### src/aes_dec_pkg.sv
`default_nettype none

package aes_dec_pkg;

    // Flat 128-bit block for ciphertext, plaintext and round keys
    typedef logic [127:0] block_t;

    // Byte b is row b%4 of column b/4, found at bits 8b+7:8b
    typedef logic [15:0][7:0] state_t;

    // One byte on the serial path
    typedef struct packed {
        logic       valid;
        logic [7:0] data;
    } byte_beat_t;

    // Round key index, 0 to 14
    typedef logic [3:0] key_addr_t;

    // Upper bound on the round count (AES-256)
    localparam int MAX_ROUNDS = 14;

    // Inverse S-box, indexed by the substituted byte
    localparam logic [7:0] INV_SBOX [0:255] = '{
        8'h52, 8'h09, 8'h6a, 8'hd5, 8'h30, 8'h36, 8'ha5, 8'h38,
        8'hbf, 8'h40, 8'ha3, 8'h9e, 8'h81, 8'hf3, 8'hd7, 8'hfb,
        8'h7c, 8'he3, 8'h39, 8'h82, 8'h9b, 8'h2f, 8'hff, 8'h87,
        8'h34, 8'h8e, 8'h43, 8'h44, 8'hc4, 8'hde, 8'he9, 8'hcb,
        8'h54, 8'h7b, 8'h94, 8'h32, 8'ha6, 8'hc2, 8'h23, 8'h3d,
        8'hee, 8'h4c, 8'h95, 8'h0b, 8'h42, 8'hfa, 8'hc3, 8'h4e,
        8'h08, 8'h2e, 8'ha1, 8'h66, 8'h28, 8'hd9, 8'h24, 8'hb2,
        8'h76, 8'h5b, 8'ha2, 8'h49, 8'h6d, 8'h8b, 8'hd1, 8'h25,
        8'h72, 8'hf8, 8'hf6, 8'h64, 8'h86, 8'h68, 8'h98, 8'h16,
        8'hd4, 8'ha4, 8'h5c, 8'hcc, 8'h5d, 8'h65, 8'hb6, 8'h92,
        8'h6c, 8'h70, 8'h48, 8'h50, 8'hfd, 8'hed, 8'hb9, 8'hda,
        8'h5e, 8'h15, 8'h46, 8'h57, 8'ha7, 8'h8d, 8'h9d, 8'h84,
        8'h90, 8'hd8, 8'hab, 8'h00, 8'h8c, 8'hbc, 8'hd3, 8'h0a,
        8'hf7, 8'he4, 8'h58, 8'h05, 8'hb8, 8'hb3, 8'h45, 8'h06,
        8'hd0, 8'h2c, 8'h1e, 8'h8f, 8'hca, 8'h3f, 8'h0f, 8'h02,
        8'hc1, 8'haf, 8'hbd, 8'h03, 8'h01, 8'h13, 8'h8a, 8'h6b,
        8'h3a, 8'h91, 8'h11, 8'h41, 8'h4f, 8'h67, 8'hdc, 8'hea,
        8'h97, 8'hf2, 8'hcf, 8'hce, 8'hf0, 8'hb4, 8'he6, 8'h73,
        8'h96, 8'hac, 8'h74, 8'h22, 8'he7, 8'had, 8'h35, 8'h85,
        8'he2, 8'hf9, 8'h37, 8'he8, 8'h1c, 8'h75, 8'hdf, 8'h6e,
        8'h47, 8'hf1, 8'h1a, 8'h71, 8'h1d, 8'h29, 8'hc5, 8'h89,
        8'h6f, 8'hb7, 8'h62, 8'h0e, 8'haa, 8'h18, 8'hbe, 8'h1b,
        8'hfc, 8'h56, 8'h3e, 8'h4b, 8'hc6, 8'hd2, 8'h79, 8'h20,
        8'h9a, 8'hdb, 8'hc0, 8'hfe, 8'h78, 8'hcd, 8'h5a, 8'hf4,
        8'h1f, 8'hdd, 8'ha8, 8'h33, 8'h88, 8'h07, 8'hc7, 8'h31,
        8'hb1, 8'h12, 8'h10, 8'h59, 8'h27, 8'h80, 8'hec, 8'h5f,
        8'h60, 8'h51, 8'h7f, 8'ha9, 8'h19, 8'hb5, 8'h4a, 8'h0d,
        8'h2d, 8'he5, 8'h7a, 8'h9f, 8'h93, 8'hc9, 8'h9c, 8'hef,
        8'ha0, 8'he0, 8'h3b, 8'h4d, 8'hae, 8'h2a, 8'hf5, 8'hb0,
        8'hc8, 8'heb, 8'hbb, 8'h3c, 8'h83, 8'h53, 8'h99, 8'h61,
        8'h17, 8'h2b, 8'h04, 8'h7e, 8'hba, 8'h77, 8'hd6, 8'h26,
        8'he1, 8'h69, 8'h14, 8'h63, 8'h55, 8'h21, 8'h0c, 8'h7d
    };

endpackage

`default_nettype wire

### src/aes256_dec.sv
`timescale 1ns/10ps
`default_nettype none

module aes256_dec #(
    parameter int ROUNDS = 14
) (
    input  logic                   clk,
    input  logic                   resetn,
    input  logic                   start,
    input  aes_dec_pkg::block_t    cipher_text,
    input  aes_dec_pkg::block_t    round_key,
    output aes_dec_pkg::key_addr_t key_addr,
    output logic                   done,
    output aes_dec_pkg::block_t    plain_text
);
    import aes_dec_pkg::*;

    logic       load_shift;
    logic       add_key_first;
    logic       add_key;
    logic       inv_mix;
    logic       collect_full;
    byte_beat_t shift_beat;
    byte_beat_t sbox_beat;
    state_t     collected;
    state_t     work_state;

    // Sequencing and key index
    aes_dec_ctrl #(
        .ROUNDS(ROUNDS)
    ) u_ctrl (
        .clk          (clk),
        .resetn       (resetn),
        .start        (start),
        .collect_full (collect_full),
        .load_shift   (load_shift),
        .add_key_first(add_key_first),
        .add_key      (add_key),
        .inv_mix      (inv_mix),
        .done         (done),
        .key_addr     (key_addr)
    );

    // Inverse ShiftRows then one byte per cycle
    inv_shift_serializer u_serializer (
        .clk       (clk),
        .resetn    (resetn),
        .load_shift(load_shift),
        .state_in  (work_state),
        .beat_out  (shift_beat)
    );

    inv_sbox_rom u_sbox (
        .clk     (clk),
        .resetn  (resetn),
        .beat_in (shift_beat),
        .beat_out(sbox_beat)
    );

    // Rebuilds the state and flags the controller
    byte_collector u_collector (
        .clk      (clk),
        .resetn   (resetn),
        .beat_in  (sbox_beat),
        .state_out(collected),
        .full     (collect_full)
    );

    round_key_mixer u_mixer (
        .clk          (clk),
        .resetn       (resetn),
        .add_key_first(add_key_first),
        .add_key      (add_key),
        .inv_mix      (inv_mix),
        .cipher_text  (cipher_text),
        .round_key    (round_key),
        .collected    (collected),
        .state_out    (work_state)
    );

    // Result held until the next block completes
    always_ff @(posedge clk or negedge resetn)
    begin
        if (!resetn)
            plain_text <= '0;
        else if (done)
            plain_text <= block_t'(work_state);
    end

endmodule

`default_nettype wire

### src/aes_dec_ctrl.sv
`timescale 1ns/10ps
`default_nettype none

module aes_dec_ctrl #(
    parameter int ROUNDS = 14
) (
    input  logic                   clk,
    input  logic                   resetn,
    input  logic                   start,
    input  logic                   collect_full,
    output logic                   load_shift,
    output logic                   add_key_first,
    output logic                   add_key,
    output logic                   inv_mix,
    output logic                   done,
    output aes_dec_pkg::key_addr_t key_addr
);
    import aes_dec_pkg::*;

    typedef enum logic [2:0] {
        st_idle,
        st_first_key,
        st_shift,
        st_wait_bytes,
        st_add_key,
        st_mix,
        st_finish
    } ctrl_state_t;

    // Index of the first key used, and also the number of the last round
    localparam key_addr_t LAST_ROUND = key_addr_t'(ROUNDS);

    ctrl_state_t state;
    ctrl_state_t state_next;
    key_addr_t   round_cnt;

    always_ff @(posedge clk or negedge resetn)
    begin
        if (!resetn)
            state <= st_idle;
        else
            state <= state_next;
    end

    // Round number, 0 during the initial key add
    always_ff @(posedge clk or negedge resetn)
    begin
        if (!resetn)
            round_cnt <= '0;
        else if (state == st_finish)
            round_cnt <= '0;
        else if (state == st_first_key || state == st_mix)
            round_cnt <= round_cnt + 1'b1;
    end

    always_comb
    begin
        state_next = state;
        case (state)
            // Start only counts here, a start during a run is dropped
            st_idle:
                if (start)
                    state_next = st_first_key;
            st_first_key:
                state_next = st_shift;
            st_shift:
                state_next = st_wait_bytes;
            // Collector tells us when all sixteen bytes are back
            st_wait_bytes:
                if (collect_full)
                    state_next = st_add_key;
            // Last round skips inverse MixColumns
            st_add_key:
                if (round_cnt == LAST_ROUND)
                    state_next = st_finish;
                else
                    state_next = st_mix;
            st_mix:
                state_next = st_shift;
            st_finish:
                state_next = st_idle;
            default:
                state_next = st_idle;
        endcase
    end

    // Strobes straight from the state
    assign add_key_first = (state == st_first_key);
    assign load_shift    = (state == st_shift);
    assign add_key       = (state == st_add_key);
    assign inv_mix       = (state == st_mix);
    assign done          = (state == st_finish);

    // Keys are consumed from the last one down to key 0
    assign key_addr = LAST_ROUND - round_cnt;

    a_done_single: assert property (@(posedge clk) disable iff (!resetn)
        done |=> !done)
        else $error("done held for more than one cycle");

    a_key_addr_range: assert property (@(posedge clk) disable iff (!resetn)
        key_addr <= LAST_ROUND)
        else $error("key_addr beyond the configured round count");

    a_rounds_param: assert property (@(posedge clk)
        (ROUNDS <= MAX_ROUNDS) && (ROUNDS inside {10, 12, 14}))
        else $error("ROUNDS must be 10, 12 or 14");

endmodule

`default_nettype wire

### src/byte_collector.sv
`timescale 1ns/10ps
`default_nettype none

module byte_collector (
    input  logic                    clk,
    input  logic                    resetn,
    input  aes_dec_pkg::byte_beat_t beat_in,
    output aes_dec_pkg::state_t     state_out,
    output logic                    full
);
    import aes_dec_pkg::*;

    state_t     collect_q;
    logic [3:0] byte_cnt;

    // New byte enters at the top, first byte ends up in slot 0
    always_ff @(posedge clk)
    begin
        if (beat_in.valid)
            collect_q <= {beat_in.data, collect_q[15:1]};
    end

    // Counter wraps to zero on the sixteenth byte
    always_ff @(posedge clk or negedge resetn)
    begin
        if (!resetn)
        begin
            byte_cnt <= '0;
            full     <= 1'b0;
        end
        else
        begin
            full <= beat_in.valid && (byte_cnt == 4'd15);
            if (beat_in.valid)
                byte_cnt <= byte_cnt + 1'b1;
        end
    end

    assign state_out = collect_q;

endmodule

`default_nettype wire

### src/inv_sbox_rom.sv
`timescale 1ns/10ps
`default_nettype none

module inv_sbox_rom (
    input  logic                    clk,
    input  logic                    resetn,
    input  aes_dec_pkg::byte_beat_t beat_in,
    output aes_dec_pkg::byte_beat_t beat_out
);
    import aes_dec_pkg::*;

    logic       valid_q;
    logic [7:0] data_q;

    // Valid follows the lookup by one cycle
    always_ff @(posedge clk or negedge resetn)
    begin
        if (!resetn)
            valid_q <= 1'b0;
        else
            valid_q <= beat_in.valid;
    end

    // Registered table read, only on real bytes
    always_ff @(posedge clk)
    begin
        if (beat_in.valid)
            data_q <= INV_SBOX[beat_in.data];
    end

    assign beat_out.valid = valid_q;
    assign beat_out.data  = data_q;

endmodule

`default_nettype wire

### src/inv_shift_serializer.sv
`timescale 1ns/10ps
`default_nettype none

module inv_shift_serializer (
    input  logic                    clk,
    input  logic                    resetn,
    input  logic                    load_shift,
    input  aes_dec_pkg::state_t     state_in,
    output aes_dec_pkg::byte_beat_t beat_out
);
    import aes_dec_pkg::*;

    state_t     shifted;
    state_t     shift_q;
    logic [4:0] beats_left;

    // Inverse ShiftRows, row r rotates right by r columns
    always_comb
    begin
        for (int c = 0; c < 4; c++)
        begin
            for (int r = 0; r < 4; r++)
            begin
                shifted[4*c + r] = state_in[4*((c - r + 4) % 4) + r];
            end
        end
    end

    // Beat counter
    always_ff @(posedge clk or negedge resetn)
    begin
        if (!resetn)
            beats_left <= '0;
        else if (load_shift)
            beats_left <= 5'd16;
        else if (beats_left != '0)
            beats_left <= beats_left - 1'b1;
    end

    // Byte 0 leaves first, the rest move down one slot per beat
    always_ff @(posedge clk)
    begin
        if (load_shift)
            shift_q <= shifted;
        else if (beats_left != '0)
            shift_q <= {8'h00, shift_q[15:1]};
    end

    assign beat_out.valid = (beats_left != '0);
    assign beat_out.data  = shift_q[0];

    // Controller must wait for the collector before reloading
    a_no_overlap: assert property (@(posedge clk) disable iff (!resetn)
        load_shift |-> (beats_left == '0))
        else $error("load_shift while bytes are still being sent");

endmodule

`default_nettype wire

### src/round_key_mixer.sv
`timescale 1ns/10ps
`default_nettype none

module round_key_mixer (
    input  logic                clk,
    input  logic                resetn,
    input  logic                add_key_first,
    input  logic                add_key,
    input  logic                inv_mix,
    input  aes_dec_pkg::block_t cipher_text,
    input  aes_dec_pkg::block_t round_key,
    input  aes_dec_pkg::state_t collected,
    output aes_dec_pkg::state_t state_out
);
    import aes_dec_pkg::*;

    state_t work_q;
    state_t mixed;

    // Multiply by 2 in GF(2^8) with reduction by the AES polynomial
    function automatic logic [7:0] xtime(input logic [7:0] b);
        return {b[6:0], 1'b0} ^ (b[7] ? 8'h1b : 8'h00);
    endfunction

    // Multiply by a 4-bit constant using one doubling per bit
    function automatic logic [7:0] gf_mul(input logic [7:0] b, input logic [3:0] k);
        logic [7:0] x2;
        logic [7:0] x4;
        logic [7:0] x8;
        x2 = xtime(b);
        x4 = xtime(x2);
        x8 = xtime(x4);
        return (k[0] ? b : 8'h00) ^ (k[1] ? x2 : 8'h00) ^
               (k[2] ? x4 : 8'h00) ^ (k[3] ? x8 : 8'h00);
    endfunction

    // Inverse MixColumns uses circulant rows of 14 11 13 9
    always_comb
    begin
        for (int c = 0; c < 4; c++)
        begin
            for (int r = 0; r < 4; r++)
            begin
                mixed[4*c + r] = gf_mul(work_q[4*c + r], 4'd14) ^
                                 gf_mul(work_q[4*c + (r + 1) % 4], 4'd11) ^
                                 gf_mul(work_q[4*c + (r + 2) % 4], 4'd13) ^
                                 gf_mul(work_q[4*c + (r + 3) % 4], 4'd9);
            end
        end
    end

    // Working state takes one update per strobe
    always_ff @(posedge clk or negedge resetn)
    begin
        if (!resetn)
            work_q <= '0;
        else if (add_key_first)
            work_q <= state_t'(cipher_text ^ round_key);
        else if (add_key)
            work_q <= collected ^ state_t'(round_key);
        else if (inv_mix)
            work_q <= mixed;
    end

    assign state_out = work_q;

endmodule

`default_nettype wire

### config.mk
export PLATFORM = sky130hd
export DESIGN_NAME = aes256_dec
export DESIGN_NICKNAME = d
export VERILOG_FILES = /design/src/aes_dec_pkg.sv /design/src/aes256_dec.sv /design/src/aes_dec_ctrl.sv /design/src/byte_collector.sv /design/src/inv_sbox_rom.sv /design/src/inv_shift_serializer.sv /design/src/round_key_mixer.sv
export SDC_FILE = /design/constraint.sdc
export NUM_CORES = 2
export LEC_CHECK = 0
export ABC_AREA = 1
export BUFFER_PORTS_ARGS = -buffer_cell sky130_fd_sc_hd__buf_2
export CAP_MARGIN = 15
export CORE_ASPECT_RATIO = 1.75
export CORE_MARGIN = 3
export CORE_UTILIZATION = 35
export DETAILED_ROUTE_END_ITERATION = 7
export GPL_TIMING_DRIVEN = 0
export PLACE_DENSITY = 0.56
export SETUP_SLACK_MARGIN = 0.4
export SLEW_MARGIN = 40
export SYNTH_ARGS = -nofsm -noshare
export SYNTH_HDL_FRONTEND = slang
export SYNTH_HIERARCHICAL = 1
export SYNTH_SLANG_ARGS = --single-unit
### constraint.sdc
create_clock -name clk -period 12.9 [get_ports clk]
set_input_delay 1.29 -clock clk [delete_from_list [all_inputs] [get_ports clk]]
set_output_delay 1.29 -clock clk [all_outputs]
set_load 0.05 [all_outputs]
==> flow_summary_export.csv <==
group,metric,value,unit
run_status,status,"finished clean",
die,core-area,125000,um^2
routing,drc_errors,0,
die,rows,172,
routing,dr.pass1.iters,6,
logic_synthesis,seq_area_frac_synth,0.334,
cells_and_area,final_common_cell,"nand2_1",
sta,worstMarginPinSlew,0.962,ns
logic_synthesis,synthFlopType,"dfrtp_1",
pwr,power.internal,0.00712,W
logic_synthesis,synth-seq-cells,538,
pwr,peakVddDrop,137,uV
global_routing,grt_pass1_wl,340000,um
die,die_width,275,um
sta,setup_ws,9.03,ns
routing,viasPerCell,5.31,
logic_synthesis,synth-edff-count,264,
clock_tree,clkTransAtPathRegs,0.07,ns
clock_tree,tritoncts,"yes",
die,initial_core_util,0.353,
sta,fin_tns_setup,0,ns
hold_path,holdCritPathClass,"reg2reg",
cells_and_area,fillCellCount,13305,
routing,wl,253000,um
sta,setup_violations,0,
global_routing,grt_max_degree,69,
pwr,seq_power_share,0.166,
routing,dr_total_vias,45057,
critical_path,path_max_fanout,12,
critical_path,start_kind,"register",
pwr,p_leak,27.2,nW
place,dp_slack,9.26,ns
place,numPortBuffers,391,
pwr,clkPwrFrac,0.109,
die,die-area,131000,um^2
routing,initialDrtViolationCount,4663,
global_routing,antenna_found_initial,20,
clock_tree,root_buffer,"clkbuf_16",
global_routing,grt_use_total,0.376,
critical_path,crit_type,"reg2reg",
logic_synthesis,synth_fp_nets,6585,
critical_path,required,13.30,ns
global_routing,grt_pass1_vias,43155,
clock_tree,cts_buffer_depth,3,
logic_synthesis,synthCells,6302,
clock_tree,postCtsSetupBuffers,0,
sta,finalHoldViolations,0,
cells_and_area,final_util,0.406,
sta,fin_crit_sh,0.300,
clock_tree,clk_latency,0.70,ns
pwr,power.switching,0.00991,W
clock_tree,cts_hold_buf,0,
die,top_level_ports,392,
pwr,power_density,334,nW/um^2
place,dp_hpwl,205000,um
logic_synthesis,ys_warn_count,6,
clock_tree,cts.repair.resized,0,
die,die_h,477,um
sta,rsz0062_at_grt,"false",
clock_tree,htreeDepth,2,
cells_and_area,area_delta_synth_final,15.0,%
logic_synthesis,synth.avg_cell_area,7.03,um^2
sta,fin_crit,3.87,ns
place,gp_routability_congestion,1.08,
sta,finClkSkew,0.0469,ns
run,max_cap_violations,0,
global_routing,grt_overflow_total,0,
sta,relSlewSlack,0.359,
logic_synthesis,synth.distinct_cells,51,
logic_synthesis,syn_area,44300,um^2
pwr,pwr-share-comb,0.725,
routing,antenna_left,0,
logic_synthesis,ys_async_sr_fraction,0.509,
routing,wl_per_cell,29.8,um
pwr,switching_share,0.582,
critical_path,cp.arrival,4.27,ns
clock_tree,clock_sinks,538,
clock_tree,numCtsBuffers,56,
cells_and_area,layout-drive-gt1-share,0.152,
sta,fmax,0.258,GHz
cells_and_area,nets,7060,
critical_path,cp-end-kind,"register",
sta,slew_viol_final,0,
cells_and_area,mostFrequentLayoutCells,"2,750 x nand2_1, 501 x nand3_1, 490 x xor2_1",
-- power by group through the flow --
stage | registers [W] | clock network (W) | logic, W
floorplan | 0.00242 | 0 | 0.00836
global placement | 0.00282 | 0 | 0.0120
detailed placement | 0.00282 | 0 | 0.0120
CTS | 0.00279 | 0.00189 | 0.0121
global route | 0.00281 | 0.00195 | 0.0134
finish | 0.00282 | 0.00186 | 0.0123
-- stage by stage --
stage | hold WS [ns] | area [um^2] | total power, W | cells
finish | 0.416 | 50900 | 0.0170 | 8488
global route | 0.428 | 50900 | 0.0181 | 8481
CTS | 0.419 | 50900 | 0.0168 | 8477
detailed placement | 0.406 | 48800 | 0.0148 | 8371
global placement | 0.401 | 48300 | 0.0148 | 8346
floorplan | 0.400 | 44300 | 0.0108 | 6302
-- flip-flops by register name (all words and copies together), names as in the netlist --
register                 cells
u_sbox/valid_q               1
u_serializer/beats_left      5
u_serializer/shift_q       120
u_collector/full             1
u_serializer/beat_out        8
u_collector/state_out      128
u_ctrl/round_cnt             4
u_mixer/state_out          128
u_sbox/data_q                8
u_collector/byte_cnt         4
u_ctrl/state                 3
plain_text                 128
-- critical path: stages (launching register included) --
cell      delay (ns)
edfxtp_1        0.41
buf_4           0.25
inv_1           0.41
ha_1            0.22
buf_2           0.28
nor2_1          0.21
nor2_1          0.59
nand2_1         0.11
nand2_1         0.10
nand2_1         0.05
nand2_1         0.07
nand2_1         0.05
nor2_1          0.15
nor2_1          0.06
a21oi_1         0.59
-- layer usage --
layer	GRT usage	routed length, um	vias to the layer above
met5	0	9	-
met4	0.317	27000	2
met3	0.0534	17100	779
met2	0.642	121000	2365
met1	0.407	87700	21390
li1	-	-	20521
-- final cells by class --
class                      count  area [um^2]  share of cell area
clock buffer                  64         1470              0.0289
antenna                       10         25.0            0.000491
multi-input combinational   4938        25500               0.501
clock inverter                42          581              0.0114
inverter                     548         2110              0.0414
timing repair buffer         417         2380              0.0468
tap                         1653         2070              0.0406
sequential                   538        14800               0.290
buffer                       278         1960              0.0385
-- worst paths after layout --
path	start	to	slack, ns	cells past startpoint
setup reg to reg	u_serializer/beat_out[0]	u_sbox/data_q[0]	9.03	14
hold / removal	u_sbox/data_q[6]	u_collector/state_out[126]	0.42	0
min in group asynchronous	resetn	u_mixer/state_out[94]	0.55	1
setup / recovery	u_serializer/beat_out[0]	u_sbox/data_q[0]	9.03	14
hold reg to reg	u_sbox/data_q[6]	u_collector/state_out[126]	0.42	0
max in group asynchronous	resetn	plain_text[37]	11.21	3
-- cell usage after synthesis (5+ instances only) --
library cell	instances	area, um^2
nand3_1	501	2510
inv_2	59	221
clkbuf_1	79	297
a31oi_1	7	43.8
or2_1	14	87.6
nand4_1	11	68.8
o22ai_1	12	75.1
inv_4	15	93.8
a21o_1	5	37.5
o21ai_1	16	80.1
o21bai_1	25	188
buf_4	47	353
nor2_1	195	732
xnor2_2	22	358
o211ai_1	5	37.5
buf_6	76	856
nand2_1	2750	10300
nand2_4	23	259
edfxtp_1	264	7930
a21oi_1	79	395
xor2_2	29	472
buf_1	5	18.8
inv_1	467	1750
nand3b_1	17	128
nor2_2	6	37.5
xnor2_1	330	2890
xor2_1	491	4300
o21ai_0	253	1270
ha_1	24	300
buf_2	68	340
dfrtp_1	274	6860
nand2_2	94	588
-- logic make-up (layout without fill, tap and decap cells) --
family / after synthesis / after routing / share of synthesized area
adders and majority gates: 24 / 24 / 0.00678
other: 0 / 10 / 0
and+or+nand+nor: 3627 / 3627 / 0.336
xor gates and xnor gates: 876 / 876 / 0.184
DFF: 538 / 538 / 0.334
AOI/OAI and AO/OA: 411 / 411 / 0.0496
buffers and inverters: 826 / 1349 / 0.0901
Power figures use the tool's default switching activity.
